--- config.mk ---
export PLATFORM = sky130hd
export DESIGN_NAME = dbg_top
export DESIGN_NICKNAME = d
export VERILOG_FILES = /design/src/hw/dbg_types_pkg.sv /design/src/hw/dbg_wb_pkg.sv /design/src/hw/dbg_top.sv /design/src/hw/dbg_report_tx.sv /design/src/hw/dbg_prog_loader.sv /design/src/hw/dbg_cmd_fsm.sv
export VERILOG_INCLUDE_DIRS = /design/src /design/src/hw
export SDC_FILE = /design/constraint.sdc
export NUM_CORES = 1
export LEC_CHECK = 0
export BUFFER_PORTS_ARGS = -buffer_cell sky130_fd_sc_hd__buf_4
export CAP_MARGIN = 10
export CORE_AREA = 2 2 128 130
export DETAILED_ROUTE_END_ITERATION = 8
export DIE_AREA = 0 0 130 132
export PLACE_DENSITY = 0.77
export SLEW_MARGIN = 5
export SYNTH_ARGS = -nofsm -noshare
export SYNTH_HDL_FRONTEND = slang
export SYNTH_SLANG_ARGS = --single-unit
--- constraint.sdc ---
create_clock -name i_clock -period 3.8 [get_ports i_clock]
set_input_delay 0.19 -clock i_clock [delete_from_list [all_inputs] [get_ports i_clock]]
set_output_delay 0.19 -clock i_clock [all_outputs]
set_load 0.05 [all_outputs]
--- src/hw/dbg_macros.svh ---
`ifndef DBG_MACROS_SVH
`define DBG_MACROS_SVH

////////////////////////////////////////
// Host command bytes.
////////////////////////////////////////

`define DBG_CMD_LOAD      8'h01  // Start of program load.
`define DBG_CMD_RUN       8'h03  // Continuous run.
`define DBG_CMD_RUN_STEP  8'h07  // Step mode has bit 2 set.
`define DBG_CMD_STEP      8'h08  // One instruction.

////////////////////////////////////////
// Program and report constants.
////////////////////////////////////////

`define DBG_HALT_OPCODE   32'h0000_0000  // All-zero halt word.
`define DBG_REPORT_BYTES  8              // PC, PC+4, cycle count.

`endif
--- src/hw/dbg_types_pkg.sv ---
package dbg_types_pkg;

  ////////////////////////////////////////
  // Data widths of the MIPS debug path.
  ////////////////////////////////////////

  typedef logic [7:0]  byte_t;   // Serial byte.
  typedef logic [31:0] word_t;   // Instruction word.
  typedef logic [10:0] addr_t;   // Instruction memory word address.
  typedef logic [15:0] pc_t;     // Program counter.
  typedef logic [31:0] count_t;  // Run cycle count.

  ////////////////////////////////////////
  // Controller states.
  ////////////////////////////////////////

  typedef enum logic [2:0] {
    IDLE       = 3'd0,  // Waiting for load command.
    LOAD       = 3'd1,  // Receiving program bytes.
    WAIT_START = 3'd2,  // Waiting for a start byte.
    RUN        = 3'd3,  // CPU enabled.
    STEP_WAIT  = 3'd4,  // Waiting for a step byte.
    REPORT     = 3'd5   // Sending the halt report.
  } state_e;

endpackage

--- src/hw/dbg_wb_pkg.sv ---
package dbg_wb_pkg;

  // Master to slave request of a classic single write.
  typedef struct packed {
    logic                 cyc;  // Bus cycle.
    logic                 stb;  // Strobe follows cyc.
    logic                 we;   // Write enable.
    dbg_types_pkg::addr_t adr;  // Word address.
    dbg_types_pkg::word_t dat;  // Write data.
  } wb_m2s_t;

  // Slave to master reply.
  typedef struct packed {
    logic ack;  // Write accepted.
  } wb_s2m_t;

endpackage

--- src/hw/dbg_top.sv ---
`timescale 1ns/1ps

module dbg_top (
  input  logic                 i_clock,
  input  logic                 i_reset,
  input  logic                 i_rx_valid,
  input  dbg_types_pkg::byte_t i_rx_data,
  output logic                 o_tx_valid,
  output dbg_types_pkg::byte_t o_tx_data,
  input  logic                 i_tx_ready,
  output dbg_wb_pkg::wb_m2s_t  o_wb,
  input  dbg_wb_pkg::wb_s2m_t  i_wb,
  output logic                 o_cpu_run,
  input  dbg_types_pkg::pc_t   i_pc,
  input  dbg_types_pkg::word_t i_fetch_instr
);

  logic load_en;
  logic load_done;
  logic run;
  logic report_start;
  logic report_done;

  dbg_cmd_fsm u_cmd_fsm (
    .i_clock        (i_clock),
    .i_reset        (i_reset),
    .i_rx_valid     (i_rx_valid),
    .i_rx_data      (i_rx_data),
    .i_load_done    (load_done),
    .i_fetch_instr  (i_fetch_instr),
    .i_report_done  (report_done),
    .o_load_en      (load_en),
    .o_cpu_run      (run),
    .o_report_start (report_start)
  );

  dbg_prog_loader u_prog_loader (
    .i_clock     (i_clock),
    .i_reset     (i_reset),
    .i_load_en   (load_en),
    .i_rx_valid  (i_rx_valid),
    .i_rx_data   (i_rx_data),
    .i_wb        (i_wb),
    .o_wb        (o_wb),
    .o_load_done (load_done)
  );

  dbg_report_tx u_report_tx (
    .i_clock        (i_clock),
    .i_reset        (i_reset),
    .i_run          (run),
    .i_report_start (report_start),
    .i_pc           (i_pc),
    .i_tx_ready     (i_tx_ready),
    .o_tx_valid     (o_tx_valid),
    .o_tx_data      (o_tx_data),
    .o_report_done  (report_done)
  );

  assign o_cpu_run = run;

endmodule

--- src/hw/dbg_report_tx.sv ---
`timescale 1ns/1ps

`include "dbg_macros.svh"

module dbg_report_tx (
  input  logic                 i_clock,
  input  logic                 i_reset,
  input  logic                 i_run,
  input  logic                 i_report_start,
  input  dbg_types_pkg::pc_t   i_pc,
  input  logic                 i_tx_ready,
  output logic                 o_tx_valid,
  output dbg_types_pkg::byte_t o_tx_data,
  output logic                 o_report_done
);

  import dbg_types_pkg::*;

  localparam int unsigned REPORT_BITS = `DBG_REPORT_BYTES * 8;

  count_t                 run_cnt_q;
  logic [REPORT_BITS-1:0] report_sr_q;   // PC, PC+4, count.
  logic [2:0]             bytes_left_q;  // Bytes after the current one.
  logic                   tx_valid_q;
  logic                   done_q;
  pc_t                    pc_next;
  logic                   byte_taken;
  logic                   last_byte;

  assign pc_next    = i_pc + 16'd4;
  assign byte_taken = tx_valid_q && i_tx_ready;
  assign last_byte  = byte_taken && (bytes_left_q == 3'd0);

  ////////////////////////////////////////
  // Cycle counter and byte sequencing.
  ////////////////////////////////////////

  always_ff @(posedge i_clock) begin
    if (!i_reset) begin
      run_cnt_q    <= '0;
      bytes_left_q <= '0;
      tx_valid_q   <= 1'b0;
      done_q       <= 1'b0;
    end else begin
      done_q <= last_byte;
      if (i_report_start) begin
        tx_valid_q   <= 1'b1;
        bytes_left_q <= 3'(`DBG_REPORT_BYTES - 1);
      end else if (byte_taken) begin
        bytes_left_q <= bytes_left_q - 3'd1;
        if (last_byte) begin
          tx_valid_q <= 1'b0;
        end
      end
      if (last_byte) begin
        run_cnt_q <= '0;  // Next run counts from zero.
      end else if (i_run) begin
        run_cnt_q <= run_cnt_q + 32'd1;
      end
    end
  end

  // Snapshot, then shift out MSB first.
  always_ff @(posedge i_clock) begin
    if (i_report_start) begin
      report_sr_q <= {i_pc, pc_next, run_cnt_q};
    end else if (byte_taken) begin
      report_sr_q <= {report_sr_q[REPORT_BITS-9:0], 8'h00};
    end
  end

  assign o_tx_valid    = tx_valid_q;
  assign o_tx_data     = report_sr_q[REPORT_BITS-1 -: 8];
  assign o_report_done = done_q;

endmodule

--- src/hw/dbg_prog_loader.sv ---
`timescale 1ns/1ps

`include "dbg_macros.svh"

module dbg_prog_loader (
  input  logic                 i_clock,
  input  logic                 i_reset,
  input  logic                 i_load_en,
  input  logic                 i_rx_valid,
  input  dbg_types_pkg::byte_t i_rx_data,
  input  dbg_wb_pkg::wb_s2m_t  i_wb,
  output dbg_wb_pkg::wb_m2s_t  o_wb,
  output logic                 o_load_done
);

  import dbg_types_pkg::*;

  word_t      byte_sr_q;    // Earlier bytes of the current word.
  logic [1:0] byte_cnt_q;
  addr_t      adr_q;        // Next write address.
  logic       req_valid_q;  // Write pending on the bus.
  addr_t      req_adr_q;
  word_t      req_dat_q;
  logic       halt_seen_q;
  logic       load_done_q;
  logic       ack;
  logic       take_byte;
  logic       word_done;
  word_t      word_next;
  addr_t      adr_next;

  assign ack       = req_valid_q && i_wb.ack;
  assign take_byte = i_load_en && i_rx_valid && !halt_seen_q;  // Nothing after halt.
  assign word_done = take_byte && (byte_cnt_q == 2'd3);
  assign word_next = {byte_sr_q[23:0], i_rx_data};  // MSB first.
  assign adr_next  = ack ? adr_q + addr_t'(1) : adr_q;

  ////////////////////////////////////////
  // Counters and request control.
  ////////////////////////////////////////

  always_ff @(posedge i_clock) begin
    if (!i_reset) begin
      byte_cnt_q  <= '0;
      adr_q       <= '0;
      req_valid_q <= 1'b0;
      halt_seen_q <= 1'b0;
      load_done_q <= 1'b0;
    end else begin
      load_done_q <= ack && halt_seen_q;
      if (word_done) begin
        req_valid_q <= 1'b1;
      end else if (ack) begin
        req_valid_q <= 1'b0;
      end
      if (!i_load_en) begin
        byte_cnt_q  <= '0;
        adr_q       <= '0;
        halt_seen_q <= 1'b0;
      end else begin
        adr_q <= adr_next;
        if (take_byte) begin
          byte_cnt_q <= byte_cnt_q + 2'd1;
        end
        if (word_done && (word_next == `DBG_HALT_OPCODE)) begin
          halt_seen_q <= 1'b1;
        end
      end
    end
  end

  // Word assembly and held request.
  always_ff @(posedge i_clock) begin
    if (take_byte) begin
      byte_sr_q <= word_next;
    end
    if (word_done) begin
      req_adr_q <= adr_next;  // Covers an ack in the same cycle.
      req_dat_q <= word_next;
    end
  end

  assign o_wb = '{
    cyc: req_valid_q,
    stb: req_valid_q,
    we:  req_valid_q,
    adr: req_adr_q,
    dat: req_dat_q
  };
  assign o_load_done = load_done_q;

endmodule

--- src/hw/dbg_cmd_fsm.sv ---
`timescale 1ns/1ps

`include "dbg_macros.svh"

module dbg_cmd_fsm (
  input  logic                 i_clock,
  input  logic                 i_reset,
  input  logic                 i_rx_valid,
  input  dbg_types_pkg::byte_t i_rx_data,
  input  logic                 i_load_done,
  input  dbg_types_pkg::word_t i_fetch_instr,
  input  logic                 i_report_done,
  output logic                 o_load_en,
  output logic                 o_cpu_run,
  output logic                 o_report_start
);

  import dbg_types_pkg::*;

  state_e state_q;
  state_e state_d;
  logic   step_mode_q;     // Set by bit 2 of the start byte.
  logic   report_start_q;
  logic   halted;
  logic   start_cmd;

  assign halted    = (i_fetch_instr == `DBG_HALT_OPCODE);
  assign start_cmd = i_rx_valid &&
                     ((i_rx_data == `DBG_CMD_RUN) || (i_rx_data == `DBG_CMD_RUN_STEP));

  ////////////////////////////////////////
  // Next state.
  ////////////////////////////////////////

  always_comb begin
    state_d = state_q;
    case (state_q)
      IDLE: begin
        if (i_rx_valid && (i_rx_data == `DBG_CMD_LOAD)) begin
          state_d = LOAD;
        end
      end
      LOAD: begin
        if (i_load_done) begin
          state_d = WAIT_START;
        end
      end
      WAIT_START: begin
        if (start_cmd) begin
          state_d = i_rx_data[2] ? STEP_WAIT : RUN;  // Step mode waits for first step.
        end
      end
      RUN: begin
        if (halted) begin
          state_d = REPORT;
        end else if (step_mode_q) begin
          state_d = STEP_WAIT;  // One cycle per step.
        end
      end
      STEP_WAIT: begin
        // Halt is checked before another step is taken.
        if (halted) begin
          state_d = REPORT;
        end else if (i_rx_valid && (i_rx_data == `DBG_CMD_STEP)) begin
          state_d = RUN;
        end
      end
      REPORT: begin
        if (i_report_done) begin
          state_d = IDLE;
        end
      end
      default: begin
        state_d = IDLE;
      end
    endcase
  end

  ////////////////////////////////////////
  // State and mode registers.
  ////////////////////////////////////////

  always_ff @(posedge i_clock) begin
    if (!i_reset) begin
      state_q        <= IDLE;
      step_mode_q    <= 1'b0;
      report_start_q <= 1'b0;
    end else begin
      state_q        <= state_d;
      report_start_q <= (state_d == REPORT) && (state_q != REPORT);  // Entry pulse.
      if ((state_q == WAIT_START) && start_cmd) begin
        step_mode_q <= i_rx_data[2];
      end
    end
  end

  assign o_load_en      = (state_q == LOAD);
  assign o_cpu_run      = (state_q == RUN) && !halted;  // Drops in the halt fetch cycle.
  assign o_report_start = report_start_q;

endmodule

==> results.md <==
- Setup violations remaining at the end of the flow were counted as 0.
- The violation count after the first detailed-route iteration is 451.
- Detailed placement finished with a half-perimeter wire length of 10,300 um.
- The largest voltage drop on the vdd net is 0.332 mV.
- Of the synthesized area, sequential elements account for 64.2%.
- The run finished with clean final reports.
- The critical path's slowest cell is sky130_fd_sc_hd__dfxtp_1.
- In this run the tightest slew margin relative to its limit is 23.1%.
- The minimum clock period after layout is 2.49 ns.
- The number of antenna violations at the first check in global routing is 0.
- The number of nets at the end of the flow is 794.
- The total CTS buffers is 17.
- For the worst setup path, the data arrival time is 2.81 ns.
- The number of inserted diodes is 0.
- For this run the aggregate overflow at the end of global routing stands at 0.
- The worst setup path is launched from a flip-flop.
- The core region is 15,700 um^2.
- The clock arrives with 0.0115 ns of skew.
- The worst-case clock buffer depth is 2.
- After layout, the worst setup slack is 1.31 ns.
- The final-report max-slew violation count is 0.
- The H-tree generated during clock tree synthesis spans 4 levels.
- The tightest min-delay check is of the input port to flip-flop type.
- The power density of the placed cells is 422 nW/um^2.
- After clock tree synthesis, the repair step resized 0 gates.
- For the pin with the worst max-slew slack, the measured transition is 1.15 ns.
- Together, buffers and inverters on the worst path number 0.
- The number of DRC violations after detailed routing is 0.
- The CTS tree is built.
- The largest single stage delay on the critical path is 0.68 ns.
- The cell count after synthesis is 615.
- The CTS sink count is 189.
- Detailed routing inserted a total of 5,213 vias.
- Yosys printed 0 warnings.
- The leakage power summed over all cells is 0.00334 uW.
- After detailed routing, the total wire length is 15,100 um.
- The number of global-route vias before repair is 5,213.
- The number of detailed-routing iterations run before antenna repair is 8.
- The maximum number of pins on one net before global-route repair is 83.
- Timing would allow up to 0.401 GHz.
- The signal on the critical path passes through nand3b_4 > nor2_2 > nand4_1 > nor4_1 > nor3b_1 > a21o_1.
- At the worst endpoint, the required time is 4.11 ns.
- Setup repair after global routing left no endpoint under its margin.
- The final cell count without fillers is 956.
- In the final routed layout, each cell accounts on average for 15.8 um.
- The share of cells above drive strength 1 is 28.1%.
- Buffers inserted to repair hold after CTS numbered 6.
- The count of nets left with antenna violations once routing finished came out at 0.
- The area of the multi-input gates is 2620 um^2.
- 117 I/O pins were placed.
- The post-synth design cell area is 7940 um^2.
- The critical path in this run is classified as flip-flop to flip-flop.
- The count of flip-flops with a built-in enable after synthesis is 131.
- The flip-flop and latch area is 5100 um^2.
- From bottom edge to top edge, the die measures 132 um.
- The cell family contributing the most delay on the critical path is simple AND/OR/NAND/NOR gates.
- The congestion estimate from routability-driven global placement came to 0.897.
- The tree is rooted in a sky130_fd_sc_hd__clkbuf_16.
- For this configuration, the core starts out at a cell density of 50.5%.
- The netlist uses 55 different library cells.
- The layout has 1,219 filler cells.
- Along the worst path, the maximum fanout reaches 15.
- The overall fraction of global-route tracks in use is 18.0%.
- The most instantiated flip-flop cell in the synthesis netlist is sky130_fd_sc_hd__edfxtp_1.
- In this run the horizontal extent of the chip is 130 um.
- After floorplanning, the core was divided into 46 placement rows.
- The area of the die is 17,200 um^2.
- After synthesis, the share of flip-flops with an asynchronous set or reset is 0%.
- The clock network latency to the later pin of the worst-skew pair is 0.42 ns.
- The worst setup path is captured at a flip-flop.
- After detailed routing, the number of vias per cell comes to 5.45.
- The register bit count reported by yosys is 189.
- The number of buffer cells added on primary ports is 116.
- The worst path uses 65.7% of the clock period.
- After clock tree synthesis, the clock-pin slew on the worst setup and hold paths is 0.06 ns.
- Including well taps, the total number of placed cells is 918.
- The area growth from synthesis to layout is 20.9%.
- Once the clock tree was built, the setup fixing pass inserted 0 buffers.
- The final-report hold violation count came to 0.
- The final setup TNS is 0 ns.
- At the placement stage, the worst setup path has a slack of 1.35 ns.
- A synthesized cell averages 12.9 um^2.
- The first global-routing pass estimated 24,300 um of wire.
- The hold slack is 0.0236 ns.
- Max-cap violations in this run came to 0.
- The number of nets produced by synthesis is 682.
stage by stage:
step | instance area (um^2) | util, % | total power (uW)
after floorplan | 7950 | - | 2240
after global placement | 8950 | 56.9 | 2310
after detailed placement | 8950 | 56.9 | 2310
after CTS | 9600 | 61.1 | 4080
after global routing | 9600 | 61.1 | 4170
final | 9600 | 61.1 | 4050
where the power goes:
group	total, uW	switching (uW)	internal (uW)
sequential	2180	0.287	2170
clock	1780	745	1040
combinational	97.0	42.7	54.3
total	4050	788	3270
sequential cells by signal, summed over array words and instances, names as in the netlist:
name	cells
u_prog_loader.byte_cnt_q	2
u_prog_loader.byte_sr_q	24
u_prog_loader.o_load_done	1
u_prog_loader.req_valid_q	1
u_cmd_fsm.state_q	3
u_report_tx.o_tx_valid	1
u_prog_loader.req_adr_q	11
u_prog_loader.halt_seen_q	1
u_prog_loader.adr_q	11
u_report_tx.report_sr_q	64
u_report_tx.o_report_done	1
u_cmd_fsm.step_mode_q	1
u_report_tx.run_cnt_q	32
u_prog_loader.req_dat_q	32
u_cmd_fsm.o_report_start	1
u_report_tx.bytes_left_q	3
final cells by class:
type | count | share of cell area (%)
clock buffer | 18 | 4.47
multi-input combinational | 379 | 27.3
clock inverter | 14 | 1.75
inverter | 13 | 0.508
sequential | 189 | 53.1
tap | 216 | 2.81
timing repair buffer | 127 | 10.1
Yosys cell counts (2+ instances only):
library cell	count	area [um^2]
sky130_fd_sc_hd__clkbuf_1	13	48.8
sky130_fd_sc_hd__nor3b_2	2	25.0
sky130_fd_sc_hd__nor4b_2	2	30.0
sky130_fd_sc_hd__and3b_1	2	17.5
sky130_fd_sc_hd__o21ai_0	12	60.1
sky130_fd_sc_hd__nor2_1	51	191
sky130_fd_sc_hd__nand2b_1	6	37.5
sky130_fd_sc_hd__or4_1	2	15.0
sky130_fd_sc_hd__edfxtp_1	131	3930
sky130_fd_sc_hd__dfxtp_1	58	1160
sky130_fd_sc_hd__a21boi_0	2	15.0
sky130_fd_sc_hd__nor4_1	21	131
sky130_fd_sc_hd__or3_1	6	37.5
sky130_fd_sc_hd__mux2_2	40	450
sky130_fd_sc_hd__a31oi_1	3	18.8
sky130_fd_sc_hd__xnor2_1	30	263
sky130_fd_sc_hd__and2_1	12	75.1
sky130_fd_sc_hd__and3_1	6	37.5
sky130_fd_sc_hd__buf_1	4	15.0
sky130_fd_sc_hd__a22o_1	2	17.5
sky130_fd_sc_hd__nand2_1	33	124
sky130_fd_sc_hd__and4_1	4	35.0
sky130_fd_sc_hd__nor2b_1	17	106
sky130_fd_sc_hd__nor3_1	10	50.1
sky130_fd_sc_hd__a21oi_1	19	95.1
sky130_fd_sc_hd__o21a_1	4	30.0
sky130_fd_sc_hd__nand4_1	17	106
sky130_fd_sc_hd__buf_4	13	97.6
sky130_fd_sc_hd__o21ai_1	6	30.0
sky130_fd_sc_hd__nor4_2	3	37.5
sky130_fd_sc_hd__nor3b_1	3	22.5
sky130_fd_sc_hd__mux2i_1	5	50.1
sky130_fd_sc_hd__xor2_1	16	140
sky130_fd_sc_hd__buf_2	3	15.0
sky130_fd_sc_hd__nand3_1	20	100
sky130_fd_sc_hd__ha_1	6	75.1
sky130_fd_sc_hd__inv_1	13	48.8
per-layer routing:
metal / track usage, % / up-vias / share of wire [%] / wire length (um)
met5: 0 / - / 0 / 0
met1: 21.9 / 2512 / 42 / 6300
met2: 30.0 / 194 / 51 / 7690
met4: 8.00 / 0 / 2.4 / 363
met3: 4.42 / 31 / 5.1 / 773
li1: - / 2476 / - / -
layout by cell type, fill, tap and decap left out, types with 3 or more instances in the layout:
| cell type | count |
|---|---|
| sky130_fd_sc_hd__edfxtp_1 | 131 |
| sky130_fd_sc_hd__buf_4 | 121 |
| sky130_fd_sc_hd__dfxtp_1 | 57 |
| sky130_fd_sc_hd__nor2_1 | 51 |
| sky130_fd_sc_hd__mux2_2 | 40 |
| sky130_fd_sc_hd__nand2_1 | 33 |
| sky130_fd_sc_hd__xnor2_1 | 30 |
| sky130_fd_sc_hd__nor4_1 | 21 |
| sky130_fd_sc_hd__nand3_1 | 20 |
| sky130_fd_sc_hd__a21oi_1 | 19 |
| sky130_fd_sc_hd__nor2b_1 | 17 |
| sky130_fd_sc_hd__nand4_1 | 17 |
| sky130_fd_sc_hd__clkbuf_16 | 17 |
| sky130_fd_sc_hd__xor2_1 | 16 |
| sky130_fd_sc_hd__inv_1 | 13 |
| sky130_fd_sc_hd__o21ai_0 | 12 |
| sky130_fd_sc_hd__and2_1 | 12 |
| sky130_fd_sc_hd__nor3_1 | 10 |
| sky130_fd_sc_hd__and3_1 | 6 |
| sky130_fd_sc_hd__o21ai_1 | 6 |
| sky130_fd_sc_hd__or3_1 | 6 |
| sky130_fd_sc_hd__ha_1 | 6 |
| sky130_fd_sc_hd__dlygate4sd3_1 | 6 |
| sky130_fd_sc_hd__nand2b_1 | 5 |
| sky130_fd_sc_hd__mux2i_1 | 5 |
| sky130_fd_sc_hd__o21a_1 | 4 |
| sky130_fd_sc_hd__and4_1 | 4 |
| sky130_fd_sc_hd__a31oi_1 | 3 |
| sky130_fd_sc_hd__nor4_2 | 3 |
| sky130_fd_sc_hd__clkinv_2 | 3 |
| sky130_fd_sc_hd__clkinvlp_4 | 3 |
| sky130_fd_sc_hd__bufinv_16 | 3 |
| sky130_fd_sc_hd__inv_6 | 3 |
cells by family (layout without fill, tap and decap cells):
family / Yosys count / in the layout / share of synthesized area [%]
DFF: 189 / 189 / 64.2
AOI/OAI and AO/OA: 57 / 57 / 4.44
muxes: 45 / 45 / 6.30
buffers and inverters: 47 / 172 / 2.98
adders and majority gates: 6 / 6 / 0.945
xor gates and xnor gates: 46 / 46 / 5.07
and+or+nand+nor: 225 / 225 / 16.1
worst paths after layout:
path	from	endpoint	slack (ns)	depth (start not counted)
max reg2reg	u_cmd_fsm.state_q[1]	u_report_tx.run_cnt_q[24]	1.31	6
max	u_cmd_fsm.state_q[1]	u_report_tx.run_cnt_q[24]	1.31	6
min reg2reg	u_prog_loader.byte_sr_q[16]	u_prog_loader.req_dat_q[24]	0.46	0
min	i_rx_data[2]	u_prog_loader.req_dat_q[2]	0.02	1
No activity file was read; power rests on OpenSTA's default activity.
